==> src/hw/core_pkg.sv <==
package core_pkg;

    typedef logic [63:0] xlen_t;    // one register or bus data word
    typedef logic [31:0] instr_t;
    typedef logic [31:0] pc_t;      // byte address, word aligned
    typedef logic [4:0]  reg_idx_t;
    typedef logic [3:0]  irq_vec_t;

    // u-type field view of an instruction word
    typedef struct packed {
        logic [19:0] imm;     // upper immediate
        reg_idx_t    rd;
        logic [6:0]  opcode;
    } utype_t;

    // what the execute stage does with ir this cycle
    typedef enum logic [1:0] {
        run,        // normal execution
        flush,      // ir holds a stale fetch, squash it
        load_wait,  // keyboard data captured into x5
        irq_busy    // executing inside the handler
    } exec_step_e;

    localparam pc_t RESET_PC_DEFAULT = 32'd44;

    // x5 is the only register wired to the peripherals
    localparam reg_idx_t IO_REG = 5'd5;

    // instruction patterns
    localparam instr_t op_lui        = 32'h0000_0037;  // opcode only, imm and rd go on top
    localparam instr_t op_load_key   = 32'hffff_ffff;  // x5 <- keyboard
    localparam instr_t op_store_disp = 32'hffff_ff7f;  // display <- x5
    localparam instr_t op_mret       = 32'h0000_0000;  // all-zero word
    localparam instr_t op_nop        = 32'h0000_0013;  // addi x0, x0, 0

endpackage

==> src/hw/bus_pkg.sv <==
package bus_pkg;
    import core_pkg::*;

    typedef logic [63:0] baddr_t;   // bus byte address

    // one request from the hart, strobes are single-cycle
    typedef struct packed {
        baddr_t addr;
        xlen_t  wdata;
        logic   re;     // read strobe
        logic   we;     // write strobe
    } bus_req_t;

    // peripheral map
    localparam baddr_t DISPLAY_ADDR  = 64'h0000_0000_8000_0000;
    localparam baddr_t KEYBOARD_ADDR = 64'h0000_0000_8000_0010;

endpackage

==> src/hw/hart_core.sv <==
module hart_core
    import core_pkg::*;
    import bus_pkg::*;
#(
    parameter pc_t      RESET_PC   = RESET_PC_DEFAULT,
    parameter irq_vec_t IRQ_VECTOR = 4'd1
) (
    input  logic     clk,
    input  logic     reset,
    input  instr_t   instr,       // word at pc, same cycle
    input  irq_vec_t irq_vector,
    input  xlen_t    bus_rdata,
    output pc_t      pc,
    output bus_req_t bus_req,
    output logic     irq_ack,
    output logic     heartbeat
);

    instr_t     ir;               // word fetched from last cycle's pc
    utype_t     ir_u;
    xlen_t      regs [32];
    pc_t        mepc;             // resume address
    logic       pending;          // inside the handler
    logic       load_step;        // current flush belongs to a load
    exec_step_e step;
    exec_step_e resume_step;

    baddr_t     req_addr;
    xlen_t      req_wdata;
    logic       req_re;
    logic       req_we;

    logic       exec_ok;
    logic       take_irq;
    logic       is_lui;
    logic       is_load;
    logic       is_store;
    logic       is_mret;
    xlen_t      imm_u;

    logic       rf_we;
    reg_idx_t   rf_waddr;
    xlen_t      rf_wdata;

    assign ir_u  = ir;
    assign imm_u = {{32{ir_u.imm[19]}}, ir_u.imm, 12'h000};  // sign-extended, shifted by 12

    assign resume_step = pending ? irq_busy : run;

    assign bus_req = '{addr: req_addr, wdata: req_wdata, re: req_re, we: req_we};

    // decode of ir, only in an executing step
    always_comb begin
        exec_ok  = (step == run) || (step == irq_busy);
        take_irq = (step == run) && (irq_vector == IRQ_VECTOR) && !pending;
        is_mret  = exec_ok && !take_irq && (ir == op_mret);
        is_load  = exec_ok && !take_irq && (ir == op_load_key);
        is_store = exec_ok && !take_irq && (ir == op_store_disp);
        is_lui   = exec_ok && !take_irq && (ir_u.opcode == op_lui[6:0]);

        // x0 stays zero
        rf_we    = (is_lui && (ir_u.rd != '0)) || (step == load_wait);
        rf_waddr = (step == load_wait) ? IO_REG : ir_u.rd;
        rf_wdata = (step == load_wait) ? bus_rdata : imm_u;
    end

    always_ff @(posedge clk or negedge reset) begin
        if (!reset) begin
            pc        <= RESET_PC;
            ir        <= op_nop;
            step      <= run;
            pending   <= 1'b0;
            load_step <= 1'b0;
            mepc      <= RESET_PC;  // stray mret restarts the program
            irq_ack   <= 1'b0;
            req_re    <= 1'b0;
            req_we    <= 1'b0;
            heartbeat <= 1'b0;
        end else begin
            heartbeat <= ~heartbeat;
            ir        <= instr;
            pc        <= pc + 32'd4;  // default, overridden below
            irq_ack   <= 1'b0;
            req_re    <= 1'b0;
            req_we    <= 1'b0;

            if (take_irq) begin
                // ir is dropped, so resume at its address
                mepc    <= pc - 32'd4;
                pc      <= '0;      // handler at 0
                irq_ack <= 1'b1;
                pending <= 1'b1;
                step    <= flush;   // word fetched from old pc is wrong
            end else begin
                case (step)
                    flush: begin
                        if (load_step) begin
                            pc        <= pc;  // refetch the word after the load
                            load_step <= 1'b0;
                            step      <= load_wait;
                        end else begin
                            step <= resume_step;
                        end
                    end
                    load_wait: step <= resume_step;  // x5 written by the regfile block
                    default: begin
                        if (is_mret) begin
                            pc      <= mepc;
                            pending <= 1'b0;
                            step    <= flush;
                        end else if (is_load) begin
                            req_re    <= 1'b1;
                            pc        <= pc;  // hold
                            load_step <= 1'b1;
                            step      <= flush;
                        end else if (is_store) begin
                            req_we <= 1'b1;
                        end
                        // lui handled by the regfile block, anything else is a no-op
                    end
                endcase
            end
        end
    end

    // register file and request payload
    always_ff @(posedge clk) begin
        if (rf_we) begin
            regs[rf_waddr] <= rf_wdata;
        end
        if (is_load) begin
            req_addr <= KEYBOARD_ADDR;
        end
        if (is_store) begin
            req_addr  <= DISPLAY_ADDR;
            req_wdata <= regs[IO_REG];
        end
    end

    a_bus_excl: assert property (
        @(posedge clk) disable iff (!reset) !(bus_req.re && bus_req.we)
    ) else $error("read and write strobe together");

    a_ack_pulse: assert property (
        @(posedge clk) disable iff (!reset) irq_ack |=> !irq_ack
    ) else $error("irq_ack held for two cycles");

    a_pc_align: assert property (
        @(posedge clk) disable iff (!reset) pc[1:0] == 2'b00
    ) else $error("pc not word aligned");

endmodule

==> src/hw/mmio_fabric.sv <==
module mmio_fabric
    import core_pkg::*;
    import bus_pkg::*;
(
    input  logic     clk,
    input  logic     reset,
    input  bus_req_t bus_req,
    output xlen_t    bus_rdata,
    input  logic     key_valid,
    input  xlen_t    key_code,
    output xlen_t    display_data,
    output logic     display_strobe
);

    xlen_t key_latch;   // last key seen
    logic  key_hit;
    logic  disp_hit;
    logic  disp_wr;
    logic  rd_hold;     // cycle after a keyboard read

    assign key_hit  = bus_req.addr == KEYBOARD_ADDR;
    assign disp_hit = bus_req.addr == DISPLAY_ADDR;
    assign disp_wr  = bus_req.we && disp_hit;  // other write targets dropped

    // read data stays up one cycle past the strobe, the hart samples it then
    assign bus_rdata = (key_hit && (bus_req.re || rd_hold)) ? key_latch : '0;

    always_ff @(posedge clk or negedge reset) begin
        if (!reset) begin
            key_latch      <= '0;
            rd_hold        <= 1'b0;
            display_data   <= '0;
            display_strobe <= 1'b0;
        end else begin
            rd_hold        <= bus_req.re && key_hit;
            display_strobe <= disp_wr;  // one pulse per write
            if (key_valid) begin
                key_latch <= key_code;
            end
            if (disp_wr) begin
                display_data <= bus_req.wdata;
            end
        end
    end

    // keyboard is read-only
    a_no_key_write: assert property (
        @(posedge clk) disable iff (!reset) bus_req.we |-> !key_hit
    ) else $error("write to keyboard address");

endmodule

==> src/hw/prog_mem.sv <==
module prog_mem
    import core_pkg::*;
#(
    parameter int PROG_WORDS = 64
) (
    input  logic                          clk,
    input  pc_t                           pc,
    output instr_t                        instr,
    input  logic                          prog_we,
    input  logic [$clog2(PROG_WORDS)-1:0] prog_addr,
    input  instr_t                        prog_data
);

    localparam int AW = $clog2(PROG_WORDS);

    instr_t      mem [PROG_WORDS];
    logic [29:0] word_idx;   // pc without the byte offset
    logic        in_range;

    assign word_idx = pc[31:2];
    assign in_range = word_idx < PROG_WORDS;

    // past the end reads a zero word, which decodes as mret
    assign instr = in_range ? mem[word_idx[AW-1:0]] : op_mret;

    always_ff @(posedge clk) begin
        if (prog_we) begin
            mem[prog_addr] <= prog_data;
        end
    end

    a_prog_addr: assert property (
        @(posedge clk) prog_we |-> (prog_addr < PROG_WORDS)
    ) else $error("program write outside the array");

endmodule

==> src/hw/soc_top.sv <==
module soc_top
    import core_pkg::*;
    import bus_pkg::*;
#(
    parameter pc_t      RESET_PC   = RESET_PC_DEFAULT,
    parameter int       PROG_WORDS = 64,
    parameter irq_vec_t IRQ_VECTOR = 4'd1
) (
    input  logic                          clk,
    input  logic                          reset,
    input  irq_vec_t                      irq_vector,
    input  logic                          key_valid,
    input  xlen_t                         key_code,
    input  logic                          prog_we,
    input  logic [$clog2(PROG_WORDS)-1:0] prog_addr,
    input  instr_t                        prog_data,
    output pc_t                           pc,
    output xlen_t                         display_data,
    output logic                          display_strobe,
    output logic                          irq_ack,
    output logic                          heartbeat
);

    instr_t   instr;      // fetch path
    bus_req_t bus_req;    // hart to fabric
    xlen_t    bus_rdata;

    hart_core #(
        .RESET_PC   (RESET_PC),
        .IRQ_VECTOR (IRQ_VECTOR)
    ) hart_i (
        .clk        (clk),
        .reset      (reset),
        .instr      (instr),
        .irq_vector (irq_vector),
        .bus_rdata  (bus_rdata),
        .pc         (pc),
        .bus_req    (bus_req),
        .irq_ack    (irq_ack),
        .heartbeat  (heartbeat)
    );

    prog_mem #(
        .PROG_WORDS (PROG_WORDS)
    ) prog_mem_i (
        .clk        (clk),
        .pc         (pc),
        .instr      (instr),
        .prog_we    (prog_we),
        .prog_addr  (prog_addr),
        .prog_data  (prog_data)
    );

    mmio_fabric fabric_i (
        .clk            (clk),
        .reset          (reset),
        .bus_req        (bus_req),
        .bus_rdata      (bus_rdata),
        .key_valid      (key_valid),
        .key_code       (key_code),
        .display_data   (display_data),
        .display_strobe (display_strobe)
    );

endmodule

==> config.mk <==
export PLATFORM = sky130hd
export DESIGN_NAME = soc_top
export DESIGN_NICKNAME = d
export VERILOG_FILES = /design/src/hw/core_pkg.sv /design/src/hw/bus_pkg.sv /design/src/hw/hart_core.sv /design/src/hw/mmio_fabric.sv /design/src/hw/prog_mem.sv /design/src/hw/soc_top.sv
export SDC_FILE = /design/constraint.sdc
export NUM_CORES = 2
export LEC_CHECK = 0
export ABC_AREA = 0
export BUFFER_PORTS_ARGS = -buffer_cell sky130_fd_sc_hd__buf_2
export CAP_MARGIN = 20
export CORE_MARGIN = 5
export CORE_UTILIZATION = 44
export DETAILED_ROUTE_END_ITERATION = 7
export GPL_TIMING_DRIVEN = 1
export PLACE_DENSITY_LB_ADDON = 0.15
export SKIP_LAST_GASP = 1
export SLEW_MARGIN = 20
export SYNTH_ARGS = -nofsm -noshare
export SYNTH_HDL_FRONTEND = slang
export SYNTH_HIERARCHICAL = 1
export SYNTH_SLANG_ARGS = --single-unit
==> constraint.sdc <==
create_clock -name clk -period 7.1 [get_ports clk]
set_clock_uncertainty 0.05 [all_clocks]
set_input_delay 1.065 -clock clk [delete_from_list [all_inputs] [get_ports clk]]
set_output_delay 1.065 -clock clk [all_outputs]
set_load 0.1 [all_outputs]
Yosys cells after proc, flatten, opt, wreduce, memory -nomap -nowiden:

Memory sizes are Yosys's and may differ from the RTL's. A register that Yosys moved wholly into a read port is not among the register bits.
Cells that the tools add are included.

* reductions and logical operators: 26
* $add $sub $neg: 2
* mux-type cells: 35
* bitwise logic cells: 4
* equal/unequal tests: 11
* magnitude comparators: 1

Operators by type and width (count)
* two-way mux 32 bit: 5
* two-way mux 64 bit: 2
* equality test 32 bit, second input constant: 2
* one-hot mux 32 bit (2 select lines): 1
* adder 32 x 3 -> 32 bit, second input constant: 1
* logical NOT 32 bit: 1
* subtractor 32 x 3 -> 32 bit, second input constant: 1
* < comparator 30 x 7 -> 1 bit, second input constant: 1
* two-way mux 1 bit: 19
* logical AND 1 bit: 11
* two-way mux 2 bit: 5
* nonzero test 5 bit: 2
* equality test 7 x 6 -> 1 bit, second input constant: 1
* two-way mux 5 bit: 1
* inequality test 5 x 4 -> 1 bit, second input constant: 1
* equality test 2 bit, second input constant: 2
* equality test 4 x 1 -> 1 bit, second input constant: 1
* inverter 1 bit: 4
* one-hot mux 2 bit (2 select lines): 1
* AND reduction 2 bit: 2
* AND reduction 4 bit: 1
* nonzero test 2 bit: 2
* logical OR 1 bit: 3
* inequality test 3 bit, second input constant: 1
* 7 further kinds: 8

* memories: 2
* bits of input ports: 110
* logic and storage cells: 96
* memory bits (writable): 4096
* register bits: 235

Memories
* hart_i.regs: words 32, bits a word 64, rd ports 1, clocked after Yosys merged registers in 1, write ports 1, RTL line hart_core.sv:21 `xlen_t regs [32];`
* prog_mem_i.mem: words 64, bits a word 32, rd ports 1, clocked after Yosys merged registers in 0, write ports 1, RTL line prog_mem.sv:16 `instr_t mem [PROG_WORDS];`

Logic depth before layout (Yosys ltp):

* depth in word-level cells: 11
* depth in mapped cells: 11
* depth with buffers taken out: 8

By module:

The synthesis kept the hierarchy.

By module, submodules not included
* prog_mem: area each 78960.7 um2, cells an instance 3461, times used 1, sequential area each 61499.0 um2
* hart_core: area each 9978.3 um2, cells an instance 853, times used 1, sequential area each 6477.5 um2
* mmio_fabric: area each 5710.5 um2, cells an instance 368, times used 1, sequential area each 3253.1 um2

Worst setup path after synthesis:

No wires, ideal clock.

* path kind: input -> register
* from: input irq_vector[0]
* to: register hart_i.req_wdata[0], read port of hart_i.regs (enable)
* arrival time: 5.739 ns
* stages: 3
* library setup time: 0.567 ns
* slack: 0.744 ns
* path buffers: 0
* data required time: 6.483 ns
* path through: or4b_1 -> o21ai_0 -> nor3_1

* word-level cells in the longest chain between the ends: 6

RTL lines
* start: declaration: RTL line soc_top.sv:11 `input irq_vec_t irq_vector,`
* equality test 4 x 1 -> 1 bit: RTL line hart_core.sv:55 `take_irq = (step == run) && (irq_vector == IRQ_VECTOR) && !pending;`
* logical AND 1 bit (2 in series): RTL line hart_core.sv:55
* logical NOT 1 bit: RTL line hart_core.sv:58 `is_store = exec_ok && !take_irq && (ir == op_store_disp);`
* logical AND 1 bit (2 in series): RTL line hart_core.sv:58
* via hart_i.is_store: RTL line hart_core.sv:37 `logic is_store;`
* end: declaration: RTL line hart_core.sv:29 `xlen_t req_wdata;`

The timed path passes the listed nets, and every way through them passes these cells.
A chain may end at the register's enable or synchronous reset.

Worst setup path in the final report:

* from: register hart_i.pc[4]
* to: register hart_i.ir[13]

* word-level cells in the longest chain between the ends: 2

RTL lines
* start: declaration: RTL line hart_core.sv:13 `output pc_t pc,`
* start signal: assignment: RTL line hart_core.sv:82 `pc <= pc + 32'd4;`
* start signal: assignment: RTL line hart_core.sv:98 `pc <= pc;`
* start signal: assignment: RTL line hart_core.sv:108 `pc <= mepc;`
* < comparator 30 x 7 -> 1 bit or memory read (64 x 32 bit) (tied branches)
* two-way mux 32 bit (*): RTL line prog_mem.sv:24 `assign instr = in_range ? mem[word_idx[AW-1:0]] : op_mret;`
* via instr[13]: RTL line soc_top.sv:24 `instr_t instr;`
* end signal: assignment: RTL line hart_core.sv:70 `ir <= op_nop;`
* end signal: assignment: RTL line hart_core.sv:81 `ir <= instr;`
* end: declaration: RTL line hart_core.sv:19 `instr_t ir;`

Mark *: on every way through the listed nets, which the timed path passes. The rest lies on a longest branch.

==> metrics.yaml <==
crit_path_top_delay_cell: "dfrtp_4"
cts_max_path_buffers: 4
crit_top_cell: "mux4_2"
place_hpwl_microns: 142700
port_buffers: 208
final_layout_size_suffix_gt1_frac: 0.2869
worst_slack_ns: 3.144
postSynthCellCount: 4682
synth_area_leaders: "edfxtp_1, mux4_2, dfrtp_1, mux2i_1, mux2_2"
die_area_sq_mm: 0.2245
synth-async-reset-ratio: 0.09706
synthFlopType: "edfxtp_1"
yosysSeqAreaShare: 0.7526
slew_violations: 0
io_pins: 209
power_density_mw_per_mm2: 372.9
drv_cap: 0
yosysTopAreaCellShare: 0.6904
synth_common_cells: "edfxtp_1, mux4_2, dfrtp_1"
clock_latency_ns: 0.92
cpPeakStageDelay_ns: 0.83
fillers: 17213
period_minus_slack_ns: 3.956
fmax_ghz: 0.2528
yosysMostFrequentCell: "edfxtp_1"
crit_type: "reg -> reg"
die_w_microns: 473.8
fp.dieH_microns: 473.8
synth-edff-count: 2176
grt_pass1_vias: 48732
rrSetupSlack_ns: 3.14
final_antenna_net_count: 0
multi_input_comb_area_sq_mm: 0.02200
syn_to_final_growth_pct: 13.95
cts_root_buffer: "clkbuf_16"
synth.avg_cell_area_sq_um: 20.22
path_cells: "buf_12 > buf_4 > mux4_2 > mux4_2 > o221ai_1 > nor2_1"
final_nets: 5174
fin_crit_sh: 0.5571
worst_ep_arrival_time_ns: 4.68
synth_largest_area_cell: "edfxtp_1"
cts_setup_buffers: 0
crit_path_end_kind: "flip-flop"
seqCellArea_sq_mm: 0.07125
holdBufCountCts: 0
grt_overflow: 0
cts.clk_slew.worst_paths_ns: 0.06
core_sq_mm: 0.2144
worst-slew-pin-transition_ns: 1.139
p_leak_nw: 36.11
slew_headroom: 0.2406
crit_required_ns: 7.83
clock_sinks: 2411
hp-class: "in -> async"
gp_congestion: 0.7942
drc: 0
drt-wirelength-per-cell_microns: 31.89
track_usage: 0.2287
syn-cell-area_sq_mm: 0.09465
drt_wl_total_microns: 258000
start_util: 0.4415
cts_tree: "built"
row_count: 170
first_pass_iters: 5
ctsResizeCount: 0
ys_ff_latch: 2411
status: "finished, final reports clean"
preCtsSetupSlack_ns: 2.811
cp_max_fo: 81
dr.first_iter.drc_count: 5065
antenna_found_initial: 8
grt_pass1_wl_microns: 366300
vias_per_cell: 5.933
cts_buffers: 275
rsz0062_at_grt: "no"
hold_viol_final: 0
via_count: 48007
ir_drop_mv: 0.3484
ys_warn_count: 6
worstSetupStartpointType: "flip-flop"
finalSetupViolCount: 0
synth_cell_type_count: 84
htree_num_levels: 5
fin_setup_tns_ns: 0
grt_start_max_net_pins: 123
-- cell usage in the layout, fill, tap and decap left out, types with 78 or more instances in the layout --
cell | synthesis | final
clkbuf_16 | 0 | 282
mux2i_1 | 164 | 164
nand2_1 | 190 | 190
edfxtp_1 | 2176 | 2176
dfrtp_1 | 225 | 222
mux4_2 | 487 | 487
buf_2 | 57 | 197
a21oi_1 | 80 | 80
mux2_2 | 113 | 113
buf_4 | 82 | 153
and2_1 | 79 | 78
-- flip-flops by register name, summed over array words and instances (netlist names), 2 cells and up --
name	flops
hart_i/ir	32
hart_i/mepc	32
hart_i/pc	32
hart_i/step	2
fabric_i/display_data	64
fabric_i/key_latch	64
prog_mem_i/mem	2048
hart_i/regs	64
hart_i/req_wdata	64
-- layout make-up --
cell class | instances | share of cell area
clock buffer | 352 | 0.06879
tap | 2838 | 0.03292
inverter | 30 | 0.001114
timing repair buffer | 367 | 0.02274
multi-input combinational | 1974 | 0.2039
sequential | 2411 | 0.6606
antenna | 5 | 0.0001160
clock inverter | 115 | 0.009768
-- report_power, final --
group / switching, mW / internal, mW
Combinational: 6.12 / 4.16
Sequential: 0.511 / 15.9
Clock: 5.47 / 8.04
-- critical path, delay by kind of cell (launching register included) --
| kind | cells | cell delay, ns |
|---|---|---|
| buffers and inverters | 2 | 1.21 |
| DFF | 1 | 0.83 |
| AOI/OAI and AO/OA | 1 | 0.46 |
| and+or+nand+nor | 1 | 0.11 |
| muxes | 2 | 1.02 |
-- per-layer routing --
| metal | track usage | share of wire | vias to the layer above |
|---|---|---|---|
| li1 | - | - | 19818 |
| met1 | 0.3313 | 0.43 | 25826 |
| met2 | 0.3591 | 0.47 | 1961 |
| met3 | 0.04609 | 0.080 | 400 |
| met4 | 0.05729 | 0.024 | 2 |
| met5 | 0 | 0.000023 | - |
-- worst paths after layout --
check                      depth (start not counted)              from                endpoint
max                                                6      hart_i/pc[4]           hart_i/ir[13]
max reg2reg                                        6      hart_i/pc[4]           hart_i/ir[13]
min                                                1             reset           hart_i/pc[31]
max in group asynchronous                          2             reset           hart_i/ir[10]
min in group clk                                   2      key_code[45]  fabric_i/key_latch[45]
min reg2reg                                        1  hart_i/heartbeat        hart_i/heartbeat
-- cells by family after synthesis --
| group | after synthesis | share of synthesized area |
|---|---|---|
| compound gates | 411 | 0.03076 |
| xor+xnor | 24 | 0.002221 |
| fa+ha+maj | 5 | 0.0006610 |
| buf+inv | 358 | 0.02323 |
| flops | 2411 | 0.7526 |
| mux | 824 | 0.1562 |
| other cells | 2 | 0.00007935 |
| simple gates | 647 | 0.03430 |
-- per-stage QoR --
stage / hold WS, ns / utilization / std cells / cell area [sq um] / total power, mW
6_report: 0.1653 / 0.5030 / 8092 / 107900 / 40.22
5_1_grt: 0.1978 / 0.5030 / 8089 / 107800 / 41.72
4_1_cts: 0.1432 / 0.5028 / 8086 / 107800 / 40.64
3_5_place_dp: 0.3545 / 0.4633 / 7619 / 99330 / 27.10
3_3_place_gp: 0.3505 / 0.4631 / 7617 / 99290 / 27.04
2_1_floorplan: 0.3503 / - / 4743 / 94880 / 23.67
Note: power is estimated with default switching activity, not from simulation.
